## config.mk

```make
export PLATFORM = sky130hd
export DESIGN_NAME = fsync_node
export DESIGN_NICKNAME = d
export VERILOG_FILES = /design/src/hw/fsync_pkg.sv /design/src/hw/fsync_arbiter.sv /design/src/hw/fsync_cc.sv /design/src/hw/fsync_fifo.sv /design/src/hw/fsync_node.sv /design/src/hw/fsync_rx.sv
export SDC_FILE = /design/constraint.sdc
export NUM_CORES = 1
export LEC_CHECK = 0
export ABC_AREA = 1
export ABC_CLOCK_PERIOD_IN_PS = 8900
export BUFFER_PORTS_ARGS = -buffer_cell sky130_fd_sc_hd__buf_2
export CAP_MARGIN = 15
export CORE_ASPECT_RATIO = 1.2
export CORE_MARGIN = 4
export CORE_UTILIZATION = 58
export CTS_BUF_LIST = sky130_fd_sc_hd__clkbuf_4 sky130_fd_sc_hd__clkbuf_8
export DETAILED_ROUTE_END_ITERATION = 10
export GPL_TIMING_DRIVEN = 0
export PLACE_DENSITY = 0.82
export SLEW_MARGIN = 20
export SYNTH_ARGS = -nofsm -noshare
export SYNTH_HDL_FRONTEND = slang
export SYNTH_HIERARCHICAL = 1
export SYNTH_SLANG_ARGS = --single-unit
```

## constraint.sdc

```tcl
create_clock -name clk_i -period 8.9 [get_ports clk_i]
set_input_delay 1.78 -clock clk_i [delete_from_list [all_inputs] [get_ports clk_i]]
set_output_delay 1.78 -clock clk_i [all_outputs]
set_load 0.01 [all_outputs]
```

## src/hw/fsync_pkg.sv

```systemverilog
// Fractal barrier-synchronization node package
// Widths of the request word and sizes derived from them

package fsync_pkg;

  // Request word layout is {aggregate, id}
  parameter int unsigned AGGR_W = 4;
  parameter int unsigned ID_W   = 4;
  parameter int unsigned REQ_W  = AGGR_W + ID_W;

  // Directly mapped tables hold one entry per id
  parameter int unsigned N_IDS = 2 ** ID_W;

  parameter int unsigned FIFO_DEPTH = 4;

  // Dimension indices
  parameter int unsigned DIM_H = 0;
  parameter int unsigned DIM_V = 1;

endpackage

```

## src/hw/fsync_arbiter.sv

```systemverilog
// Two-input round-robin arbiter for wake queues
// Pops one non-empty queue per cycle and strobes its id out

`timescale 1ns/1ps

module fsync_arbiter
  import fsync_pkg::*;
(
  input  logic                clk_i,
  input  logic                rst_ni,
  input  logic [1:0]          empty_i,
  input  logic [1:0][ID_W-1:0] data_i,
  output logic [1:0]          pop_o,
  output logic                valid_o,
  output logic [ID_W-1:0]     data_o
);

  logic rr_q; // Input that wins when both are pending
  logic grant;

  always_comb begin
    if (empty_i[0]) begin
      grant = 1'b1;
    end else if (empty_i[1]) begin
      grant = 1'b0;
    end else begin
      grant = rr_q;
    end
  end

  assign valid_o = ~&empty_i;
  assign pop_o   = {grant, ~grant} & {2{valid_o}};
  assign data_o  = data_i[grant];

  always_ff @(posedge clk_i or negedge rst_ni) begin
    if (!rst_ni) begin
      rr_q <= 1'b0;
    end else if (valid_o) begin
      rr_q <= ~grant; // Move past the granted input
    end
  end

endmodule

```

## src/hw/fsync_cc.sv

```systemverilog
// Control core of one dimension
// Matches EN and WS arrivals per id in a local and a remote table
// and pushes completions to the wake queue or the parent queue

`timescale 1ns/1ps

module fsync_cc
  import fsync_pkg::*;
#(
  parameter int unsigned DEPTH = FIFO_DEPTH
)(
  input  logic             clk_i,
  input  logic             rst_ni,
  input  logic             en_empty_i,
  input  logic             en_local_i,
  input  logic [REQ_W-1:0] en_req_i,
  output logic             en_pop_o,
  input  logic             ws_empty_i,
  input  logic             ws_local_i,
  input  logic [REQ_W-1:0] ws_req_i,
  output logic             ws_pop_o,
  output logic             req_out_valid_o,
  output logic [REQ_W-1:0] req_out_o,
  output logic             wake_empty_o,
  output logic [ID_W-1:0]  wake_id_o,
  input  logic             wake_pop_i,
  output logic             overflow_o
);

  // Entry bit 0 marks an EN arrival, bit 1 a WS arrival
  logic [1:0] local_tab_q  [N_IDS];
  logic [1:0] remote_tab_q [N_IDS];

  logic             prio_ws_q;
  logic             sel_ws, do_pop, sel_local, complete;
  logic [REQ_W-1:0] sel_req;
  logic [ID_W-1:0]  sel_id;
  logic [1:0]       own_bit, entry;
  logic             parent_empty, wake_ovf, parent_ovf;

  assign sel_ws    = ~ws_empty_i & (en_empty_i | prio_ws_q);
  assign do_pop    = ~en_empty_i | ~ws_empty_i;
  assign en_pop_o  = do_pop & ~sel_ws;
  assign ws_pop_o  = do_pop & sel_ws;

  assign sel_req   = sel_ws ? ws_req_i : en_req_i;
  assign sel_local = sel_ws ? ws_local_i : en_local_i;
  assign sel_id    = sel_req[ID_W-1:0];
  assign own_bit   = sel_ws ? 2'b10 : 2'b01;
  assign entry     = sel_local ? local_tab_q[sel_id] : remote_tab_q[sel_id];

  // The partner is already in when the opposite bit is set
  assign complete  = do_pop & |(entry & ~own_bit);

  always_ff @(posedge clk_i or negedge rst_ni) begin
    if (!rst_ni) begin
      prio_ws_q <= 1'b0;
      for (int i = 0; i < N_IDS; i++) begin
        local_tab_q[i]  <= 2'b00;
        remote_tab_q[i] <= 2'b00;
      end
    end else if (do_pop) begin
      prio_ws_q <= ~sel_ws; // Other side goes first next time
      if (sel_local) begin
        local_tab_q[sel_id] <= complete ? 2'b00 : (entry | own_bit);
      end else begin
        remote_tab_q[sel_id] <= complete ? 2'b00 : (entry | own_bit);
      end
    end
  end

  fsync_fifo #(
    .DEPTH ( DEPTH ),
    .WIDTH ( ID_W  )
  ) i_wake_fifo (
    .clk_i      ( clk_i                  ),
    .rst_ni     ( rst_ni                 ),
    .push_i     ( complete & sel_local   ),
    .data_i     ( sel_id                 ),
    .pop_i      ( wake_pop_i             ),
    .empty_o    ( wake_empty_o           ),
    .data_o     ( wake_id_o              ),
    .overflow_o ( wake_ovf               )
  );

  fsync_fifo #(
    .DEPTH ( DEPTH ),
    .WIDTH ( REQ_W )
  ) i_parent_fifo (
    .clk_i      ( clk_i                  ),
    .rst_ni     ( rst_ni                 ),
    .push_i     ( complete & ~sel_local  ),
    .data_i     ( sel_req                ),
    .pop_i      ( ~parent_empty          ),
    .empty_o    ( parent_empty           ),
    .data_o     ( req_out_o              ),
    .overflow_o ( parent_ovf             )
  );

  assign req_out_valid_o = ~parent_empty; // Drains one entry per cycle
  assign overflow_o      = wake_ovf | parent_ovf;

endmodule

```

## src/hw/fsync_fifo.sv

```systemverilog
// Synchronous FIFO for the synchronization node
// A push while full is dropped and raises a sticky overflow flag

`timescale 1ns/1ps

module fsync_fifo
  import fsync_pkg::*;
#(
  parameter int unsigned DEPTH = FIFO_DEPTH,
  parameter int unsigned WIDTH = REQ_W
)(
  input  logic             clk_i,
  input  logic             rst_ni,
  input  logic             push_i,
  input  logic [WIDTH-1:0] data_i,
  input  logic             pop_i,
  output logic             empty_o,
  output logic [WIDTH-1:0] data_o,
  output logic             overflow_o
);

  localparam int unsigned PTR_W = (DEPTH > 1) ? $clog2(DEPTH) : 1;
  localparam int unsigned CNT_W = $clog2(DEPTH + 1);

  logic [WIDTH-1:0] mem [DEPTH];
  logic [PTR_W-1:0] wr_ptr_q, rd_ptr_q;
  logic [CNT_W-1:0] count_q;
  logic             overflow_q;
  logic             full, do_push, do_pop;

  assign full    = (count_q == CNT_W'(DEPTH));
  assign empty_o = (count_q == '0);
  assign do_push = push_i & ~full;
  assign do_pop  = pop_i & ~empty_o; // Pop on empty is ignored

  always_ff @(posedge clk_i or negedge rst_ni) begin
    if (!rst_ni) begin
      wr_ptr_q   <= '0;
      rd_ptr_q   <= '0;
      count_q    <= '0;
      overflow_q <= 1'b0;
    end else begin
      if (do_push) wr_ptr_q <= (wr_ptr_q == PTR_W'(DEPTH - 1)) ? '0 : wr_ptr_q + 1'b1;
      if (do_pop)  rd_ptr_q <= (rd_ptr_q == PTR_W'(DEPTH - 1)) ? '0 : rd_ptr_q + 1'b1;
      if (do_push && !do_pop)      count_q <= count_q + 1'b1;
      else if (do_pop && !do_push) count_q <= count_q - 1'b1;
      overflow_q <= overflow_q | (push_i & full); // Sticky until reset
    end
  end

  always_ff @(posedge clk_i) begin
    if (do_push) mem[wr_ptr_q] <= data_i;
  end

  assign data_o     = mem[rd_ptr_q];
  assign overflow_o = overflow_q;

endmodule

```

## src/hw/fsync_node.sv

```systemverilog
// Two-dimensional fractal synchronization node
// Each dimension has EN and WS children and one parent port

`timescale 1ns/1ps

module fsync_node
  import fsync_pkg::*;
#(
  parameter int unsigned FIFO_DEPTH = fsync_pkg::FIFO_DEPTH
)(
  input  logic             clk_i,
  input  logic             rst_ni,
  input  logic             h_en_req_valid_i,
  input  logic [REQ_W-1:0] h_en_req_i,
  input  logic             h_ws_req_valid_i,
  input  logic [REQ_W-1:0] h_ws_req_i,
  output logic             h_req_out_valid_o,
  output logic [REQ_W-1:0] h_req_out_o,
  input  logic             h_rsp_in_valid_i,
  input  logic [ID_W-1:0]  h_rsp_in_id_i,
  output logic             h_wake_valid_o,
  output logic [ID_W-1:0]  h_wake_id_o,
  input  logic             v_en_req_valid_i,
  input  logic [REQ_W-1:0] v_en_req_i,
  input  logic             v_ws_req_valid_i,
  input  logic [REQ_W-1:0] v_ws_req_i,
  output logic             v_req_out_valid_o,
  output logic [REQ_W-1:0] v_req_out_o,
  input  logic             v_rsp_in_valid_i,
  input  logic [ID_W-1:0]  v_rsp_in_id_i,
  output logic             v_wake_valid_o,
  output logic [ID_W-1:0]  v_wake_id_o,
  output logic             error_o
);

  logic [1:0]            en_valid, ws_valid, rsp_valid, out_valid, wake_valid;
  logic [1:0][REQ_W-1:0] en_req, ws_req, out_req;
  logic [1:0][ID_W-1:0]  rsp_id, wake_id;
  logic [1:0][3:0]       ovf; // RX EN, RX WS, control core, TX per dimension

  assign en_valid[DIM_H]  = h_en_req_valid_i;
  assign en_valid[DIM_V]  = v_en_req_valid_i;
  assign en_req[DIM_H]    = h_en_req_i;
  assign en_req[DIM_V]    = v_en_req_i;
  assign ws_valid[DIM_H]  = h_ws_req_valid_i;
  assign ws_valid[DIM_V]  = v_ws_req_valid_i;
  assign ws_req[DIM_H]    = h_ws_req_i;
  assign ws_req[DIM_V]    = v_ws_req_i;
  assign rsp_valid[DIM_H] = h_rsp_in_valid_i;
  assign rsp_valid[DIM_V] = v_rsp_in_valid_i;
  assign rsp_id[DIM_H]    = h_rsp_in_id_i;
  assign rsp_id[DIM_V]    = v_rsp_in_id_i;

  assign h_req_out_valid_o = out_valid[DIM_H];
  assign h_req_out_o       = out_req[DIM_H];
  assign h_wake_valid_o    = wake_valid[DIM_H];
  assign h_wake_id_o       = wake_id[DIM_H];
  assign v_req_out_valid_o = out_valid[DIM_V];
  assign v_req_out_o       = out_req[DIM_V];
  assign v_wake_valid_o    = wake_valid[DIM_V];
  assign v_wake_id_o       = wake_id[DIM_V];

  for (genvar d = 0; d < 2; d++) begin : gen_dim
    logic             en_empty, en_local, en_pop, ws_empty, ws_local, ws_pop;
    logic [REQ_W-1:0] en_head, ws_head;
    logic             cc_wake_empty, tx_empty;
    logic [ID_W-1:0]  cc_wake_id, tx_id;
    logic [1:0]       arb_pop;

    fsync_rx #(.DEPTH(FIFO_DEPTH)) i_en_rx (
      .clk_i, .rst_ni, .valid_i(en_valid[d]), .req_i(en_req[d]), .pop_i(en_pop),
      .empty_o(en_empty), .local_o(en_local), .req_o(en_head), .overflow_o(ovf[d][0])
    );

    fsync_rx #(.DEPTH(FIFO_DEPTH)) i_ws_rx (
      .clk_i, .rst_ni, .valid_i(ws_valid[d]), .req_i(ws_req[d]), .pop_i(ws_pop),
      .empty_o(ws_empty), .local_o(ws_local), .req_o(ws_head), .overflow_o(ovf[d][1])
    );

    fsync_cc #(.DEPTH(FIFO_DEPTH)) i_cc (
      .clk_i, .rst_ni,
      .en_empty_i(en_empty), .en_local_i(en_local), .en_req_i(en_head), .en_pop_o(en_pop),
      .ws_empty_i(ws_empty), .ws_local_i(ws_local), .ws_req_i(ws_head), .ws_pop_o(ws_pop),
      .req_out_valid_o(out_valid[d]), .req_out_o(out_req[d]),
      .wake_empty_o(cc_wake_empty), .wake_id_o(cc_wake_id), .wake_pop_i(arb_pop[0]),
      .overflow_o(ovf[d][2])
    );

    // Wakes coming down from the parent
    fsync_fifo #(.DEPTH(FIFO_DEPTH), .WIDTH(ID_W)) i_tx_fifo (
      .clk_i, .rst_ni, .push_i(rsp_valid[d]), .data_i(rsp_id[d]), .pop_i(arb_pop[1]),
      .empty_o(tx_empty), .data_o(tx_id), .overflow_o(ovf[d][3])
    );

    fsync_arbiter i_wake_arb (
      .clk_i, .rst_ni, .empty_i({tx_empty, cc_wake_empty}), .data_i({tx_id, cc_wake_id}),
      .pop_o(arb_pop), .valid_o(wake_valid[d]), .data_o(wake_id[d])
    );
  end

  assign error_o = |ovf; // Every source is sticky, so the OR is too

endmodule

```

## src/hw/fsync_rx.sv

```systemverilog
// Receive unit for one child port
// Buffers incoming requests and classifies the head as local or remote

`timescale 1ns/1ps

module fsync_rx
  import fsync_pkg::*;
#(
  parameter int unsigned DEPTH = FIFO_DEPTH
)(
  input  logic             clk_i,
  input  logic             rst_ni,
  input  logic             valid_i,
  input  logic [REQ_W-1:0] req_i,
  input  logic             pop_i,
  output logic             empty_o,
  output logic             local_o,
  output logic [REQ_W-1:0] req_o,
  output logic             overflow_o
);

  logic [REQ_W-1:0]  head;
  logic [AGGR_W-1:0] head_aggr;
  logic [ID_W-1:0]   head_id;

  fsync_fifo #(
    .DEPTH ( DEPTH ),
    .WIDTH ( REQ_W )
  ) i_fifo (
    .clk_i      ( clk_i      ),
    .rst_ni     ( rst_ni     ),
    .push_i     ( valid_i    ),
    .data_i     ( req_i      ),
    .pop_i      ( pop_i      ),
    .empty_o    ( empty_o    ),
    .data_o     ( head       ),
    .overflow_o ( overflow_o )
  );

  assign head_aggr = head[REQ_W-1:ID_W];
  assign head_id   = head[ID_W-1:0];

  // Only bit 0 set means the barrier closes at this node
  assign local_o = ~|head_aggr[AGGR_W-1:1];

  // Remote heads leave with the aggregate already moved one level up
  assign req_o = local_o ? head : {1'b0, head_aggr[AGGR_W-1:1], head_id};

endmodule

```

* Word level (Yosys, flattened, before mapping) *
Memories as Yosys holds them, arrays and structs flattened.
Cells that the tools add are included.

storage, ports and cells
  register bits = 212
  RAM bits = 256
  output and inout port bits = 29
  logic and storage cells = 467
  memories kept = 10

memories
  name                               depth  width  read ports  clocked after memory_dff  wr ports  RTL line          text
  gen_dim[0].i_cc.i_parent_fifo.mem  4      8      1           0                         1         fsync_fifo.sv:25  logic [WIDTH-1:0] mem [DEPTH];
  gen_dim[0].i_en_rx.i_fifo.mem      4      8      1           0                         1         fsync_fifo.sv:25
  gen_dim[0].i_ws_rx.i_fifo.mem      4      8      1           0                         1         fsync_fifo.sv:25
  gen_dim[1].i_cc.i_parent_fifo.mem  4      8      1           0                         1         fsync_fifo.sv:25
  gen_dim[1].i_en_rx.i_fifo.mem      4      8      1           0                         1         fsync_fifo.sv:25
  gen_dim[1].i_ws_rx.i_fifo.mem      4      8      1           0                         1         fsync_fifo.sv:25
  +4 memories                        --     --     --          --                        --        --

cells by class
  add/subtract/negate cells = 40
  $lt $le $gt $ge = 6
  equality and inequality tests = 30
  muxes and demuxes = 102
  bitwise operators = 92
  reduce and logical (&&, ||, !) cells = 79

operators with widths
  operator               count
  $bwmux W32             4
  $mux W2                36
  $mux W3                20
  $mux W8                6
  $add A2 B1 Y2 const B  20
  $and A1 B1 Y1          40
  $eq A2 B2 Y1 const B   20
  $bmux W2 S4            4
  $add A3 B1 Y3 const B  10
  $eq A3 B3 Y1 const B   10
  $logic_not A3 Y1       10
  $sub A3 B1 Y3 const B  10
  $mux W1                26
  $not A1 Y1             26
  $logic_not A1 Y1       24
  $logic_and A1 B1 Y1    22
  $reduce_bool A2 Y1     10
  $demux W2 S4           2
  $mux W4                4
  $or A1 B1 Y1           16
  $reduce_and A2 Y1      6
  $reduce_or A3 Y1       4
  $ge A5 B5 Y1 const B   2
  $lt A5 B1 Y1 const B   2
  7 further kinds        15

* Logic depth before layout (Yosys ltp) *
  word-level depth = 18
  depth in mapped cells = 30

* Cells and area by module *
Netlist, hierarchy kept.

modules (own cells, without submodules)
  module                                           instances  cells each  area an instance (um^2)  seq. area each (um^2)
  fsync_cc                                         2          635         3996.3                   1626.6
  fsync_fifo at gen_dim[1].i_cc.i_parent_fifo ...  3          156         1791.7                   1161.1
  fsync_fifo at gen_dim[0].i_cc.i_parent_fifo ...  3          156         1786.7                   1161.1
  fsync_fifo at gen_dim[0].i_cc.i_wake_fifo ...    4          109         1176.1                   680.7
  fsync_arbiter                                    2          23          131.4                    25.0
  fsync_rx                                         4          10          43.8                     0.0
  fsync_node                                       1          15          56.3                     0.0

* Worst setup path before layout *
OpenSTA, ideal clock, no wires.

  path kind = reg2reg
  start point = register gen_dim[1].i_en_rx.i_fifo.count_q[0]
  end point = register gen_dim[1].i_cc.i_wake_fifo.count_q[2]
  setup time = 117 ps
  data arrival time = 3272 ps
  setup slack = 5511 ps
  stages on the path, launching flop included = 28
  path buffers = 2
  period minus slack after synthesis = 3389 ps
  cells stage by stage = dfrtp_1 -> inv_1 -> nand3_1 -> inv_1 -> o21ai_4 -> nand2_1 -> nand2_1 -> buf_4 -> buf_4 -> nor2_1 -> o21ai_1 -> nand2_1 -> nand2_1 -> nand3_1 -> nor2_1 -> inv_1 -> nand2_1 -> nand3_1 -> nor2_1 -> nand2_2 -> inv_2 -> ha_1 -> inv_2 -> fa_1 -> nand2_1 -> nand3_1 -> nand2_1 -> nand2_1

on the way
  word-level cells in the longest chain between the ends = 17

ends and longest elaborated chain
  what                                     RTL line          text
  start, declared                          fsync_fifo.sv:27  logic [CNT_W-1:0] count_q;
  start signal, assigned                   fsync_fifo.sv:45  if (do_push && !do_pop) count_q <= count_q + 1'b1;
  start signal, assigned                   fsync_fifo.sv:46  else if (do_pop && !do_push) count_q <= count_q - 1'b1;
  $logic_not A3 Y1 (*)                     fsync_fifo.sv:32  assign empty_o = (count_q == '0);
  net gen_dim[1].en_empty                  fsync_node.sv:64  logic en_empty, en_local, en_pop, ws_empty, ws_local, ws_pop;
  $or A1 B1 Y1 (*)                         fsync_cc.sv:41    assign sel_ws = ~ws_empty_i & (en_empty_i | prio_ws_q);
  $and A1 B1 Y1 (*)                        fsync_cc.sv:41
  $mux W8 (*)                              fsync_cc.sv:46    assign sel_req = sel_ws ? ws_req_i : en_req_i;
  net gen_dim[1].i_cc.sel_req[0]           fsync_cc.sv:36    logic [REQ_W-1:0] sel_req;
  $not A4 Y5 (not written as such) (*)     fsync_cc.sv:50    assign entry = sel_local ? local_tab_q[sel_id] : remote_tab_q[sel_id];
  $bmux W2 S4                              fsync_cc.sv:50
  [4 not listed]                           --
  $reduce_or A2 Y1 (*)                     fsync_cc.sv:53    assign complete = do_pop & |(entry & ~own_bit);
  $and A1 B1 Y1 (*)                        fsync_cc.sv:53
  $and A1 B1 Y1 (*)                        fsync_cc.sv:78    .push_i ( complete & sel_local ),
  $and A1 B1 Y1 (*)                        fsync_fifo.sv:33  assign do_push = push_i & ~full;
  net gen_dim[1].i_cc.i_wake_fifo.do_push  fsync_fifo.sv:29  logic full, do_push, do_pop;
  $logic_not A1 Y1                         fsync_fifo.sv:46
  $logic_and A1 B1 Y1                      fsync_fifo.sv:46
  $reduce_bool A2 Y1 (no line)             --
  end signal, assigned                     fsync_fifo.sv:45
  end signal, assigned                     fsync_fifo.sv:46
  end, declared                            fsync_fifo.sv:27

The timed path passes the listed nets; every way through them passes the cells marked *. The select of a mux whose other input is x is not followed.
A chain may end at the register's enable or synchronous reset.

* Worst setup path in the final report *
  start point = register gen_dim[0].i_ws_rx.i_fifo.rd_ptr_q[1]
  end point = register gen_dim[0].i_cc.i_parent_fifo.count_q[2]

on the way
  word-level cells in the longest chain between the ends = 16

ends and longest elaborated chain
  what                                        RTL line          text
  start, declared                             fsync_fifo.sv:26  logic [PTR_W-1:0] wr_ptr_q, rd_ptr_q;
  start signal, assigned                      fsync_fifo.sv:44  if (do_pop) rd_ptr_q <= (rd_ptr_q == PTR_W'(DEPTH - 1)) ? '0 : rd_ptr_q + 1'b1;
  $mem_v2 Z4 W8 (*)                           --
  $mux W8 (*)                                 fsync_rx.sv:47    assign req_o = local_o ? head : {1'b0, head_aggr[AGGR_W-1:1], head_id};
  net gen_dim[0].ws_head[3]                   fsync_node.sv:65  logic [REQ_W-1:0] en_head, ws_head;
  $mux W8 (*)                                 fsync_cc.sv:46
  net gen_dim[0].i_cc.sel_req[3]              fsync_cc.sv:36
  $not A4 Y5 (not written as such) (*)        fsync_cc.sv:50
  $bmux W2 S4                                 fsync_cc.sv:50
  $mux W2 (not written as such) (2 in a row)  fsync_cc.sv:50
  [2 not listed]                              --
  $reduce_or A2 Y1 (*)                        fsync_cc.sv:53
  $and A1 B1 Y1 (*)                           fsync_cc.sv:53
  $and A1 B1 Y1 (*)                           fsync_cc.sv:92    .push_i ( complete & ~sel_local ),
  $and A1 B1 Y1 (*)                           fsync_fifo.sv:33
  net gen_dim[0].i_cc.i_parent_fifo.do_push   fsync_fifo.sv:29
  $logic_not A1 Y1                            fsync_fifo.sv:46
  $logic_and A1 B1 Y1                         fsync_fifo.sv:46
  $reduce_bool A2 Y1 (no line)                --
  end signal, assigned                        fsync_fifo.sv:45
  end signal, assigned                        fsync_fifo.sv:46
  end, declared                               fsync_fifo.sv:27

Marks and branches as above.

==> impl_metrics.csv <==
group,metric,value,unit
yosys,async_flop_share,45.3,%
placed_design,portBuffers,76,
worst_hold_path,min_to,"gen_dim[0].i_en_rx/i_fifo/overflow_o",
layout,drive_gt1_share,12.9,%
sta,finalSetupViolations,0,
critical_path,cp.arrival,4970,ps
critical_path,r2r_start,"gen_dim[0].i_ws_rx/i_fifo/rd_ptr_q[1]",
drt,dr.first_iter.drc_count,1149,
floorplan,die_y,230,um
yosys,ys_seq_area_share,54.3,%
layout,n_antenna_cell,0,
grt,grt_pass1_wl,88.7,mm
sta,skew,39.2,ps
worst_hold_path,worstHoldPathType,"reg2reg",
placed_design,hpwlAfterDp,37.9,mm
yosys,ys_warn_count,6,
layout,final_nets,3015,
sta,rsz0062_at_grt,"false",
worst_hold_path,hold_depth,1,
floorplan,initial_core_util,58.7,%
critical_path,required,9430,ps
yosys,ys_ff_latch,468,
clocking,cts_setup_buffers,0,
clocking,clockBufferDepth,3,
grt,first_global_vias,18700,
yosys,synth_area,23900,sq um
floorplan,fp-row-count,81,
clocking,ctsHoldBuffers,0,
yosys,synth.avg_cell_area,8.72,sq um
grt,grt_max_degree,90,
drt,drtAntennaViolNets,0,
critical_path,cp_cell_sequence,"buf_6 -> inv_1 -> o211ai_1 -> nand2_1 -> inv_1 -> o21ai_2 -> nor2_1 -> nand2_1 -> nand2_1 -> nor2_1 -> nand2_1 -> nand3_2 -> nand3_1 -> nor2_1 -> nand2_2 -> inv_1 -> ha_1 -> inv_1 -> fa_1 -> nand2_1 -> nand3_1 -> nand2_1 -> nand2_1",
drt,wire_per_inst,15.3,um
floorplan,dieArea,44600,sq um
drt,vias_per_cell,5.23,
layout,area_growth,11.7,%
drt,drc_errors,0,
sta,layout_min_cycle_time,4440,ps
sta,hold_violations,0,
floorplan,pin_count,77,
clocking,cts.sinks,468,
clocking,cts.repair.resized,0,
grt,track_usage,24.0,%
critical_path,critPathMaxStageDelay,680,ps
clocking,clkLatencyLatePin,660,ps
clocking,cts-htree-levels,3,
critical_path,crit_path_end_kind,"flop",
placed_design,gp_congestion,0.985,
critical_path,worstPathMaxFanout,11,
critical_path,crit_type,"reg2reg",
yosys,syn_inst,2743,
clocking,cts_root_buf,"clkbuf_8",
sta,fin_crit_sh,49.9,%
grt,gr-total-overflow,0,
sta,final_max_slew_viol_count,0,
critical_path,r2r-end,"gen_dim[0].i_cc/i_parent_fifo/count_q[2]",
drt,vias,18300,
clocking,cts_tree,"built",
critical_path,cp_slowest_cell,"o21ai_2",
worst_hold_path,hold_path.startpoint,"gen_dim[0].i_en_rx/i_fifo/overflow_o",
yosys,syn_nets,2861,
flow_run,max_cap_violations,0,
layout,layout_common_cells,"nand2_1, inv_1, edfxtp_1",
critical_path,cp_common_cell,"nand2_1",
layout,fillCellCount,3229,
critical_path,critPathLaunchType,"flop",
clocking,clk_pin_slew,60,ps
sta,fin_setup_tns,0,ps
sta,timing.fmax,225,MHz
sta,max_slew_margin,42.3,%
yosys,synth-main-ff-cell,"edfxtp_1",
critical_path,r2r_cells,23,
layout,final_common_cell,"nand2_1",
floorplan,die_w,193,um
drt,firstDrtPassIters,6,
sta,worst_slew_pin_slew,865,ps
critical_path,r2r_slack,4460,ps
floorplan,core_area,40700,sq um
grt,grt_antenna_before_repair,0,
yosys,synth_edf_count,256,
clocking,cts_made_buffers,74,
run_status,status,"complete, no violations",
drt,wl,53.6,mm
yosys,ys_types,36,
## state kept, by name, indices dropped and copies added (netlist names), 6 cells and up
name	count
gen_dim.i_cc/i_wake_fifo/mem	32
gen_dim.i_cc/i_parent_fifo/mem	64
gen_dim.i_cc/remote_tab_q	64
gen_dim.i_tx_fifo/mem	32
gen_dim.i_en_rx/i_fifo/count_q	6
gen_dim.i_cc/local_tab_q	64
gen_dim.i_ws_rx/i_fifo/count_q	6
gen_dim.i_cc/i_wake_fifo/count_q	6
gen_dim.i_tx_fifo/count_q	6
gen_dim.i_en_rx/i_fifo/mem	64
gen_dim.i_cc/i_parent_fifo/count_q	6
gen_dim.i_ws_rx/i_fifo/mem	64
## cell usage after synthesis (8+ instances only)
master,number,share of area (%)
nand2_1,983,15
inv_1,487,7.6
edfxtp_1,256,32
dfrtp_1,212,22
nand3_1,178,3.7
nor2_1,168,2.6
o211ai_1,105,3.3
ha_1,60,3.1
buf_6,42,2.0
o21ai_0,35,0.73
inv_2,31,0.49
o211ai_2,23,1.2
buf_4,22,0.69
clkbuf_1,16,0.25
nand2_2,12,0.31
fa_1,10,0.84
nand3_2,10,0.42
nand4_1,10,0.26
o21bai_1,10,0.31
xnor2_1,10,0.37
buf_2,8,0.17
## final cells by class
cell class,instances,area (sq um),area share [%]
clock buffers,99,1270,4.75
flip-flops and latches,468,13000,48.6
repair buffers,78,445,1.67
well taps,539,674,2.52
plain buffers,94,806,3.01
inverters,518,1940,7.27
clock inverters,37,420,1.57
multi-input cells,1663,8180,30.6
## per-layer routing
layer | global-route usage (%) | part of all wire, %
met3 | 3.74 | 5.4
met1 | 27.4 | 38
met2 | 44.0 | 52
met4 | 12.0 | 4.2
met5 | 0 | 0
## worst max-delay path: cells and delay by family, from the launching register on
family          cells  cell delay [ps]
fa+ha+maj           2              550
compound gates      2              840
simple gates       14             1910
buf+inv             5              600
flops               1              390
## through the flow
| stage | setup slack [ps] | instance area, sq um | util [%] | cells | hold WS [ps] |
|---|---|---|---|---|---|
| global placement | 2370 | 25000 | 61.3 | 3358 | 451 |
| CTS | 4510 | 26700 | 65.6 | 3496 | 474 |
| floorplan | 5510 | 23900 | - | 2743 | 434 |
| detailed placement | 4540 | 25000 | 61.5 | 3360 | 460 |
| global route | 4050 | 26700 | 65.6 | 3496 | 485 |
| finish | 4460 | 26700 | 65.6 | 3496 | 471 |
## cell families (layout without fill, tap and decap cells)
kind of cell | count (synthesis) | after routing | synth area share, %
adder cells (fa/ha/maj) | 70 | 70 | 3.97
AND/OR/NAND/NOR | 1381 | 1381 | 23.4
flip-flops | 468 | 468 | 54.3
XOR/XNOR | 10 | 10 | 0.366
AO/OA/AOI/OAI | 198 | 198 | 6.42
buffers and inverters | 612 | 826 | 11.5
other | 4 | 4 | 0.0627
## worst max-delay path by stage
stage,startpoint,endpoint,cells after the start,slack (ps)
floorplan,gen_dim[1].i_en_rx/i_fifo/count_q[0],gen_dim[1].i_cc/i_wake_fifo/count_q[2],27,5510
CTS,gen_dim[0].i_ws_rx/i_fifo/rd_ptr_q[1],gen_dim[0].i_cc/i_parent_fifo/count_q[2],23,4510
finish,gen_dim[0].i_ws_rx/i_fifo/rd_ptr_q[1],gen_dim[0].i_cc/i_parent_fifo/count_q[2],23,4460
global route,gen_dim[1].i_ws_rx/i_fifo/rd_ptr_q[1],gen_dim[1].i_cc/i_wake_fifo/count_q[2],23,4050
detailed placement,gen_dim[0].i_ws_rx/i_fifo/rd_ptr_q[1],gen_dim[0].i_cc/i_parent_fifo/count_q[2],23,4540
global placement,rst_ni,gen_dim[0].i_en_rx/i_fifo/wr_ptr_q[1],1,2370
Power is not shown: default switching activity piles up to over one toggle a cycle in this logic, so the estimate is an artifact.
